File: config.mk
export PLATFORM = sky130hd
export DESIGN_NAME = team_top
export DESIGN_NICKNAME = d
export VERILOG_FILES = /design/src/design/isa_pkg.sv /design/src/design/bus_pkg.sv /design/src/design/mem_req_if.sv /design/src/design/team_top.sv /design/src/design/cpu_core.sv /design/src/design/wishbone_manager.sv
export SDC_FILE = /design/constraint.sdc
export NUM_CORES = 2
export LEC_CHECK = 0
export BUFFER_PORTS_ARGS = -buffer_cell sky130_fd_sc_hd__buf_2
export CAP_MARGIN = 15
export CORE_MARGIN = 10
export CORE_UTILIZATION = 57
export CTS_BUF_LIST = sky130_fd_sc_hd__clkbuf_4 sky130_fd_sc_hd__clkbuf_8
export DETAILED_ROUTE_END_ITERATION = 6
export HOLD_SLACK_MARGIN = 0.15
export PLACE_DENSITY = 0.74
export REMOVE_ABC_BUFFERS = 1
export SLEW_MARGIN = 20
export SYNTH_ARGS = -nofsm -noshare
export SYNTH_HDL_FRONTEND = slang
export SYNTH_SLANG_ARGS = --single-unit
File: constraint.sdc
create_clock -name clk -period 9 [get_ports clk]
set_clock_uncertainty 0.05 [all_clocks]
set_input_delay 0.9 -clock clk [delete_from_list [all_inputs] [get_ports clk]]
set_output_delay 0.9 -clock clk [all_outputs]
set_load 0.02 [all_outputs]
File: src/design/isa_pkg.sv
/*
 * Instruction set of the compact 32-bit load/store core
 * Opcodes, instruction field layout, register count and sequencer states
 */
package isa_pkg;

   // Major opcode in the top nibble
   // Codes not listed here execute as a nop
   typedef enum logic [3:0] {
      OP_ADD  = 4'h0,
      OP_SUB  = 4'h1,
      OP_AND  = 4'h2,
      OP_OR   = 4'h3,
      OP_XOR  = 4'h4,
      OP_ADDI = 4'h5,
      OP_LUI  = 4'h6,
      OP_LW   = 4'h7,
      OP_SW   = 4'h8,
      OP_SB   = 4'h9,
      OP_BEQ  = 4'hA,
      OP_OUT  = 4'hB,
      OP_HALT = 4'hF
   } opcode_e;

   // Instruction field positions
   localparam int OPC_MSB = 31;
   localparam int OPC_LSB = 28;
   // Destination, or data source for stores
   localparam int RD_LSB  = 24;
   localparam int RS_LSB  = 20;
   localparam int RT_LSB  = 16;
   // Immediate sits in the low bits and is sign-extended
   localparam int IMM_W   = 16;

   // Register file, r0 hardwired to zero on read
   localparam int NUM_REGS = 16;
   localparam int REG_AW   = $clog2(NUM_REGS);

   // Core sequencer
   typedef enum logic [2:0] {
      ST_FETCH,
      ST_FETCH_WAIT,
      ST_EXEC,
      ST_MEM,
      ST_MEM_WAIT,
      ST_HALT
   } core_state_e;

endpackage

File: src/design/bus_pkg.sv
/*
 * Bus definitions shared by the core, the Wishbone manager and the top level
 * Widths of address, data and byte select, plus manager states
 */
package bus_pkg;

   // Wishbone and core request widths
   localparam int ADDR_W = 32;
   localparam int DATA_W = 32;
   // One select bit per byte lane
   localparam int SEL_W  = DATA_W / 8;

   // Wishbone manager controller
   // Idle waits for a request
   // Bus holds the classic cycle open until ack
   // Resp pulses the response back to the core
   typedef enum logic [1:0] {
      MS_IDLE,
      MS_BUS,
      MS_RESP
   } mgr_state_e;

endpackage
File: src/design/mem_req_if.sv
/*
 * Request and response link between the core and the Wishbone manager
 * Valid/ready request, one-cycle response pulse with read data
 */
`timescale 1ns/1ps

interface mem_req_if;

   // Request side, held by the core until taken
   logic                       req_valid;
   logic                       req_ready;
   logic [bus_pkg::ADDR_W-1:0] req_addr;
   logic [bus_pkg::DATA_W-1:0] req_wdata;
   logic [bus_pkg::SEL_W-1:0]  req_sel;
   logic                       req_we;

   // Response side, no ready since the core always waits
   logic                       rsp_valid;
   logic [bus_pkg::DATA_W-1:0] rsp_rdata;

   modport core (
      output req_valid, req_addr, req_wdata, req_sel, req_we,
      input  req_ready, rsp_valid, rsp_rdata
   );

   modport manager (
      input  req_valid, req_addr, req_wdata, req_sel, req_we,
      output req_ready, rsp_valid, rsp_rdata
   );

endinterface

File: src/design/team_top.sv
/*
 * Chip top level
 * Load/store core with its Wishbone manager, bus and GPIO pins
 */
`timescale 1ns/1ps

module team_top (
   input  logic                       clk,
   input  logic                       reset_i,
   // Freezes the core between instructions
   input  logic                       en_i,
   // Wishbone inputs
   input  logic [bus_pkg::DATA_W-1:0] dat_i,
   input  logic                       ack_i,
   // Wishbone outputs
   output logic [bus_pkg::ADDR_W-1:0] adr_o,
   output logic [bus_pkg::DATA_W-1:0] dat_o,
   output logic [bus_pkg::SEL_W-1:0]  sel_o,
   output logic                       we_o,
   output logic                       stb_o,
   output logic                       cyc_o,
   // Output port, running and halted flags
   output logic [33:0]                gpio_o
);

   logic [bus_pkg::DATA_W-1:0] out_port;
   logic                       running;
   logic                       halted;

   // Core to manager link
   mem_req_if mem_link ();

   cpu_core cpu (
      .clk        (clk),
      .reset_i    (reset_i),
      .en_i       (en_i),
      .mem        (mem_link.core),
      .out_port_o (out_port),
      .running_o  (running),
      .halted_o   (halted)
   );

   wishbone_manager wb_mgr (
      .clk     (clk),
      .reset_i (reset_i),
      .bus     (mem_link.manager),
      .dat_i   (dat_i),
      .ack_i   (ack_i),
      .adr_o   (adr_o),
      .dat_o   (dat_o),
      .sel_o   (sel_o),
      .we_o    (we_o),
      .stb_o   (stb_o),
      .cyc_o   (cyc_o)
   );

   // Pin map, halted on top
   assign gpio_o = {halted, running, out_port};

endmodule

File: src/design/cpu_core.sv
/*
 * Compact 32-bit load/store processor
 * Sequencer, register file, ALU, branch unit and output port
 * Fetch and data accesses go out through the manager link
 */
`timescale 1ns/1ps

module cpu_core (
   input  logic                       clk,
   input  logic                       reset_i,
   input  logic                       en_i,
   mem_req_if.core                    mem,
   output logic [bus_pkg::DATA_W-1:0] out_port_o,
   output logic                       running_o,
   output logic                       halted_o
);

   // Architectural state
   isa_pkg::core_state_e       state_q;
   logic [bus_pkg::ADDR_W-1:0] pc_q;
   logic [bus_pkg::DATA_W-1:0] instr_q;
   logic [bus_pkg::DATA_W-1:0] regs_q [isa_pkg::NUM_REGS];
   logic [bus_pkg::DATA_W-1:0] out_q;
   logic                       running_q;
   logic                       halted_q;

   // Decode
   isa_pkg::opcode_e           opc;
   logic [isa_pkg::REG_AW-1:0] rd_idx;
   logic [isa_pkg::REG_AW-1:0] rs_idx;
   logic [isa_pkg::REG_AW-1:0] rt_idx;
   logic [bus_pkg::DATA_W-1:0] imm_sext;
   logic [bus_pkg::DATA_W-1:0] rd_val;
   logic [bus_pkg::DATA_W-1:0] rs_val;
   logic [bus_pkg::DATA_W-1:0] rt_val;

   // Execute
   logic [bus_pkg::DATA_W-1:0] alu_res;
   logic                       alu_wr;
   logic [bus_pkg::ADDR_W-1:0] eff_addr;
   logic [bus_pkg::ADDR_W-1:0] pc_next;
   logic                       take_branch;
   logic                       req_take;

   assign opc    = isa_pkg::opcode_e'(instr_q[isa_pkg::OPC_MSB:isa_pkg::OPC_LSB]);
   assign rd_idx = instr_q[isa_pkg::RD_LSB +: isa_pkg::REG_AW];
   assign rs_idx = instr_q[isa_pkg::RS_LSB +: isa_pkg::REG_AW];
   assign rt_idx = instr_q[isa_pkg::RT_LSB +: isa_pkg::REG_AW];

   // Sign-extended immediate
   assign imm_sext = {{(bus_pkg::DATA_W - isa_pkg::IMM_W){instr_q[isa_pkg::IMM_W-1]}},
                      instr_q[isa_pkg::IMM_W-1:0]};

   // Register reads, r0 reads as zero
   assign rd_val = (rd_idx == '0) ? '0 : regs_q[rd_idx];
   assign rs_val = (rs_idx == '0) ? '0 : regs_q[rs_idx];
   assign rt_val = (rt_idx == '0) ? '0 : regs_q[rt_idx];

   // ALU and LUI
   always_comb begin
      alu_wr = 1'b1;
      case (opc)
         isa_pkg::OP_ADD:  alu_res = rs_val + rt_val;
         isa_pkg::OP_SUB:  alu_res = rs_val - rt_val;
         isa_pkg::OP_AND:  alu_res = rs_val & rt_val;
         isa_pkg::OP_OR:   alu_res = rs_val | rt_val;
         isa_pkg::OP_XOR:  alu_res = rs_val ^ rt_val;
         isa_pkg::OP_ADDI: alu_res = rs_val + imm_sext;
         isa_pkg::OP_LUI:  alu_res = imm_sext << isa_pkg::IMM_W;
         default: begin
            alu_res = '0;
            alu_wr  = 1'b0;
         end
      endcase
   end

   // Load/store address is rs plus immediate
   assign eff_addr = rs_val + imm_sext;

   // Branch target is pc plus 4 plus word offset
   assign take_branch = (opc == isa_pkg::OP_BEQ) && (rd_val == rs_val);
   assign pc_next     = take_branch ? pc_q + 32'd4 + (imm_sext << 2) : pc_q + 32'd4;

   // Request drive
   // All fields come from registers that hold until the handshake
   always_comb begin
      mem.req_valid = 1'b0;
      mem.req_addr  = pc_q;
      mem.req_wdata = '0;
      mem.req_sel   = '1;
      mem.req_we    = 1'b0;
      case (state_q)
         isa_pkg::ST_FETCH: begin
            // Enable low holds off any new bus cycle
            mem.req_valid = en_i;
         end
         isa_pkg::ST_MEM: begin
            mem.req_valid = en_i;
            if (opc == isa_pkg::OP_SB) begin
               // Byte lane picked by the low address bits
               mem.req_addr  = eff_addr;
               mem.req_sel   = {{(bus_pkg::SEL_W-1){1'b0}}, 1'b1} << eff_addr[1:0];
               mem.req_wdata = {bus_pkg::SEL_W{rd_val[7:0]}};
               mem.req_we    = 1'b1;
            end else begin
               // Word access, low bits dropped
               mem.req_addr  = {eff_addr[bus_pkg::ADDR_W-1:2], 2'b00};
               mem.req_wdata = rd_val;
               mem.req_we    = (opc == isa_pkg::OP_SW);
            end
         end
         default: begin
            mem.req_valid = 1'b0;
         end
      endcase
   end

   assign req_take = mem.req_valid && mem.req_ready;

   // Sequencer and register writes
   always_ff @(posedge clk) begin
      if (reset_i) begin
         state_q   <= isa_pkg::ST_FETCH;
         pc_q      <= '0;
         out_q     <= '0;
         running_q <= 1'b0;
         halted_q  <= 1'b0;
         for (int i = 0; i < isa_pkg::NUM_REGS; i++) begin
            regs_q[i] <= '0;
         end
      end else begin
         running_q <= (state_q != isa_pkg::ST_HALT);
         case (state_q)
            isa_pkg::ST_FETCH: begin
               if (req_take) begin
                  state_q <= isa_pkg::ST_FETCH_WAIT;
               end
            end
            isa_pkg::ST_FETCH_WAIT: begin
               if (mem.rsp_valid) begin
                  state_q <= isa_pkg::ST_EXEC;
               end
            end
            isa_pkg::ST_EXEC: begin
               if (alu_wr) begin
                  regs_q[rd_idx] <= alu_res;
               end
               if (opc != isa_pkg::OP_HALT) begin
                  pc_q <= pc_next;
               end
               case (opc)
                  isa_pkg::OP_LW, isa_pkg::OP_SW, isa_pkg::OP_SB: begin
                     state_q <= isa_pkg::ST_MEM;
                  end
                  isa_pkg::OP_OUT: begin
                     out_q   <= rd_val;
                     state_q <= isa_pkg::ST_FETCH;
                  end
                  isa_pkg::OP_HALT: begin
                     // Parked until reset
                     state_q   <= isa_pkg::ST_HALT;
                     running_q <= 1'b0;
                     halted_q  <= 1'b1;
                  end
                  default: begin
                     state_q <= isa_pkg::ST_FETCH;
                  end
               endcase
            end
            isa_pkg::ST_MEM: begin
               if (req_take) begin
                  state_q <= isa_pkg::ST_MEM_WAIT;
               end
            end
            isa_pkg::ST_MEM_WAIT: begin
               if (mem.rsp_valid) begin
                  // Load result lands with the response
                  if (opc == isa_pkg::OP_LW) begin
                     regs_q[rd_idx] <= mem.rsp_rdata;
                  end
                  state_q <= isa_pkg::ST_FETCH;
               end
            end
            default: begin
               state_q <= isa_pkg::ST_HALT;
            end
         endcase
      end
   end

   // Instruction register
   always_ff @(posedge clk) begin
      if ((state_q == isa_pkg::ST_FETCH_WAIT) && mem.rsp_valid) begin
         instr_q <= mem.rsp_rdata;
      end
   end

   assign out_port_o = out_q;
   assign running_o  = running_q;
   assign halted_o   = halted_q;

endmodule

File: src/design/wishbone_manager.sv
/*
 * Wishbone classic bus manager
 * Turns one accepted core request into one CYC/STB cycle and
 * returns the read data with a single response pulse
 */
`timescale 1ns/1ps

module wishbone_manager (
   input  logic                       clk,
   input  logic                       reset_i,
   mem_req_if.manager                 bus,
   // Wishbone inputs
   input  logic [bus_pkg::DATA_W-1:0] dat_i,
   input  logic                       ack_i,
   // Wishbone outputs
   output logic [bus_pkg::ADDR_W-1:0] adr_o,
   output logic [bus_pkg::DATA_W-1:0] dat_o,
   output logic [bus_pkg::SEL_W-1:0]  sel_o,
   output logic                       we_o,
   output logic                       stb_o,
   output logic                       cyc_o
);

   bus_pkg::mgr_state_e        state_q;
   logic [bus_pkg::DATA_W-1:0] rdata_q;
   logic                       req_take;

   // Handshake with the core
   // Only one transfer in flight so ready only when idle
   assign bus.req_ready = (state_q == bus_pkg::MS_IDLE);
   assign req_take      = bus.req_valid && bus.req_ready;

   // Response pulse lasts the single MS_RESP cycle
   assign bus.rsp_valid = (state_q == bus_pkg::MS_RESP);
   assign bus.rsp_rdata = rdata_q;

   // Strobe and cycle rise and fall together
   assign cyc_o = (state_q == bus_pkg::MS_BUS);
   assign stb_o = (state_q == bus_pkg::MS_BUS);

   // Controller
   always_ff @(posedge clk) begin
      if (reset_i) begin
         state_q <= bus_pkg::MS_IDLE;
         we_o    <= 1'b0;
      end else begin
         case (state_q)
            bus_pkg::MS_IDLE: begin
               if (req_take) begin
                  we_o    <= bus.req_we;
                  state_q <= bus_pkg::MS_BUS;
               end
            end
            bus_pkg::MS_BUS: begin
               // Late ack just stretches the cycle
               if (ack_i) begin
                  we_o    <= 1'b0;
                  state_q <= bus_pkg::MS_RESP;
               end
            end
            bus_pkg::MS_RESP: begin
               state_q <= bus_pkg::MS_IDLE;
            end
            default: begin
               state_q <= bus_pkg::MS_IDLE;
            end
         endcase
      end
   end

   // Address phase registers
   // Loaded on the accepting edge, steady for the whole cycle
   always_ff @(posedge clk) begin
      if (req_take) begin
         adr_o <= bus.req_addr;
         dat_o <= bus.req_wdata;
         sel_o <= bus.req_sel;
      end
   end

   // Read data captured at the acknowledging edge
   always_ff @(posedge clk) begin
      if ((state_q == bus_pkg::MS_BUS) && ack_i) begin
         rdata_q <= dat_i;
      end
   end

endmodule

==> impl_metrics.csv <==
group,metric,value,unit
status,outcome,"finished with violations",
status,violations,"DRC",
global_routing,grt_max_degree,70,
timing,fin_crit,7.65,ns
power_and_ir_drop,leakage,18.7,nW
detailed_routing,wl_per_cell,33.2,µm
timing,max_freq,0.131,GHz
global_routing,grtUsageTotal,0.360,
finish,post-route-util,0.633,
power_and_ir_drop,finalPower,8.36,mW
logic_synthesis,yosys_warnings,0,
power_and_ir_drop,powerDensity,164,nW/µm²
detailed_routing,vias_per_cell,7.21,
timing,fin_ws,1.35,ns
timing,fin_crit_sh,0.849,
logic_synthesis,yosysMostFrequentCell,"nor2_1",
clocking,clk_latency,0.82,ns
logic_synthesis,ys.flop_type,"edfxtp_1",
clocking,path_clk_slew,0.07,ns
global_routing,grt.overflow.total,0,
logic_synthesis,synthTopCellsByArea,"edfxtp_1, mux4_2, nor2_1",
logic_synthesis,netlist.area_leader.share,0.419,
floorplan,start_util,0.574,
floorplan,chipWidth,304,µm
finish,num-fill-cells,6115,
clocking,htree_num_levels,3,
detailed_routing,num_vias,37200,
clocking,ctsResizeCount,0,
setup_path,cp_num_buf_inv,1,
logic_synthesis,synth-compound-area-share,0.0997,
detailed_routing,ant_nets,0,
detailed_routing,wl,171,mm
floorplan,fp-row-count,104,
global_routing,antenna_found_initial,8,
timing,setup_viol,0,
setup_path,max_stage_delay,0.92,ns
power_and_ir_drop,ir_drop,0.129,mV
detailed_routing,initialDrtViolationCount,5570,
setup_path,crit_slowest_cell,"dfxtp_4",
global_routing,grt_pass1_wl,247,mm
min_path,hp-class,"in2reg",
finish,area_delta_synth_final,10.4,%
detailed_routing,drc_errors,44,
clocking,cts_made_buffers,120,
clocking,postCtsHoldBufs,0,
floorplan,die_area,92700,µm²
logic_synthesis,synth.distinct_cells,80,
floorplan,ios,141,
setup_path,cp-start-kind,"flip-flop",
clocking,cts_tree,"built",
setup_path,path_delay_family,"compound AO/OA/AOI/OAI gates",
logic_synthesis,avgSynthCellArea,11.8,µm²
detailed_routing,first_pass_iters,7,
logic_synthesis,synth_area,46100,µm²
floorplan,die_h,304,µm
setup_path,crit_fanout,40,
setup_path,crit_arrival,8.13,ns
setup_path,setup.worst_path.class,"reg2reg",
timing,relSlewSlack,0.137,
logic_synthesis,synthAdderAreaFrac,0.0439,
finish,drive_above_1_share,0.238,
clocking,clock_path_buffers,3,
timing,finalHoldViolations,0,
logic_synthesis,synth_seq_cells,726,
logic_synthesis,synth_mux_area_frac,0.220,
clocking,cts_root_buffer,"clkbuf_8",
setup_path,crit_chain,"mux4_2 > mux4_2 > nor2_2 > nand2_1 > or3_1 > o31a_1 > nor3_1 > a31oi_1 > xnor2_1 > ha_1 > a21o_1 > a21o_1 > a21oi_1 > o221ai_1 > or2_2 > o22ai_1 > o21ai_0 > xnor2_1 > a21oi_1 > buf_4 > nor2_1",
logic_synthesis,async_flop_share,0,
logic_synthesis,synth_xor_area_frac,0.0313,
logic_synthesis,synthCells,3904,
placed_design,dp_hpwl,112,mm
floorplan,fp.coreArea,80400,µm²
logic_synthesis,synth_area_leader_cell,"edfxtp_1",
logic_synthesis,synthSimpleGateAreaFrac,0.115,
setup_path,endpoint_kind,"flip-flop",
clocking,post-cts-setup-buffer-count,0,
placed_design,portBuffers,140,
placed_design,post-place-ws,1.65,ns
timing,slew_violations,0,
global_routing,grt_pass1_vias,36300,
logic_synthesis,synth_top_family_by_area,"multiplexers",
placed_design,place.gp.congestion,0.995,
clocking,cts.sinks,726,
timing,setup_tns,0,ns
finish,nets,4190,
logic_synthesis,synth_edf_count,644,
setup_path,cp.required,9.49,ns
timing,rsz0062_at_grt,"no",
logic_synthesis,ys_seq_area_frac,0.455,
logic_synthesis,synth_common_cells,"nor2_1, edfxtp_1, mux4_2",
flow_run,max-cap-violations,0,
timing,worst_slew_pin_slew,1.29,ns
==> worst paths after layout <==
path         cells after the start  slack (ns)                                 end                          startpoint
min                              1        0.23  wb_mgr.bus.rsp_rdata[30]$_DFFE_PP_                           dat_i[30]
max                             21        1.35    cpu.regs_q[13][30]$_SDFFCE_PN0P_                           flip-flop
min reg2reg                      0        0.42           cpu.instr_q[28]$_DFFE_PP_  wb_mgr.bus.rsp_rdata[28]$_DFFE_PP_
max reg2reg                     21        1.35    cpu.regs_q[13][30]$_SDFFCE_PN0P_                           flip-flop
==> cell usage in the layout (no fill, tap or decap), drive strengths merged, types with 11 or more instances in the layout <==
master  instances
dfxtp          82
nand2         225
ha            157
a21o           44
a21oi         146
a221oi         30
xor2           55
or3            13
and2           21
mux2i         141
nor2b          27
a211oi         51
and3           20
o22ai          26
mux2           22
xnor2         110
edfxtp        644
o22a           12
a221o          27
nand2b         44
a22o           11
o21ai         146
nor4           18
o221a          11
nor2          698
clkbuf        192
or2            11
clkinv         30
inv           107
a22oi          40
o21a           19
nand4          27
buf           265
a31oi          25
o21bai         13
mux4          376
nor3           46
nand3          52
o211ai         22
==> registers in the layout, indices dropped and copies added (netlist names), 3 cells and up, named ones only <==
signal,count
cpu.instr_q,32
cpu.out_port_o,32
cpu.pc_q,30
cpu.regs_q,512
cpu.state_q,3
wb_mgr.adr_o,32
wb_mgr.bus.rsp_rdata,32
wb_mgr.dat_o,32
wb_mgr.sel_o,4
==> cell families (layout without fill, tap and decap cells) <==
group / after synthesis / after routing
multiplexers: 539 / 539
AO/OA/AOI/OAI: 683 / 683
flip-flops: 726 / 726
buffers and inverters: 404 / 601
adder cells (fa/ha/maj): 160 / 160
XOR/XNOR: 165 / 165
AND/OR/NAND/NOR: 1227 / 1227
other: 0 / 3
==> area by class of cell <==
type	instances	area (µm²)	share of cell area
inverter	106	399	0.00784
multi-input combinational	2774	23800	0.467
clock buffer	191	2370	0.0465
timing repair buffer	266	1680	0.0330
sequential	726	21000	0.413
tap	1060	1330	0.0260
antenna	3	7.51	0.000147
clock inverter	38	364	0.00715
==> metal layers <==
| layer | GRT usage | wire [µm] | vias up |
|---|---|---|---|
| li1 | - | - | 15100 |
| met1 | 0.434 | 55500 | 17900 |
| met2 | 0.529 | 73500 | 3355 |
| met3 | 0.148 | 28500 | 843 |
| met4 | 0.232 | 13800 | 10 |
| met5 | 0.00950 | 94 | - |
==> power breakdown <==
part	switching [mW]	internal, mW
Sequential	0.120	3.83
Clock	1.45	1.82
Combinational	0.731	0.408
==> worst reg2reg max path, stage by stage (launching register included) <==
cell and delay [ns]:
dfxtp_4 0.92, mux4_2 0.63, mux4_2 0.54, nor2_2 0.37, nand2_1 0.24, or3_1 0.44
o31a_1 0.34, nor3_1 0.60, a31oi_1 0.19, xnor2_1 0.17, ha_1 0.41, a21o_1 0.22
a21o_1 0.17, a21oi_1 0.14, o221ai_1 0.16, or2_2 0.30, o22ai_1 0.23, o21ai_0 0.18
xnor2_1 0.16, a21oi_1 0.47, buf_4 0.37, nor2_1 0.10
==> stage by stage <==
stage	area [µm²]	instances	hold slack, ns
2_1_floorplan	44900	3606	0.372
3_3_place_gp	48100	4930	0.424
3_5_place_dp	48100	4930	0.421
4_1_cts	50900	5159	0.216
5_1_grt	50900	5162	0.216
6_report	50900	5164	0.234
(Power assumes the default switching activity.)
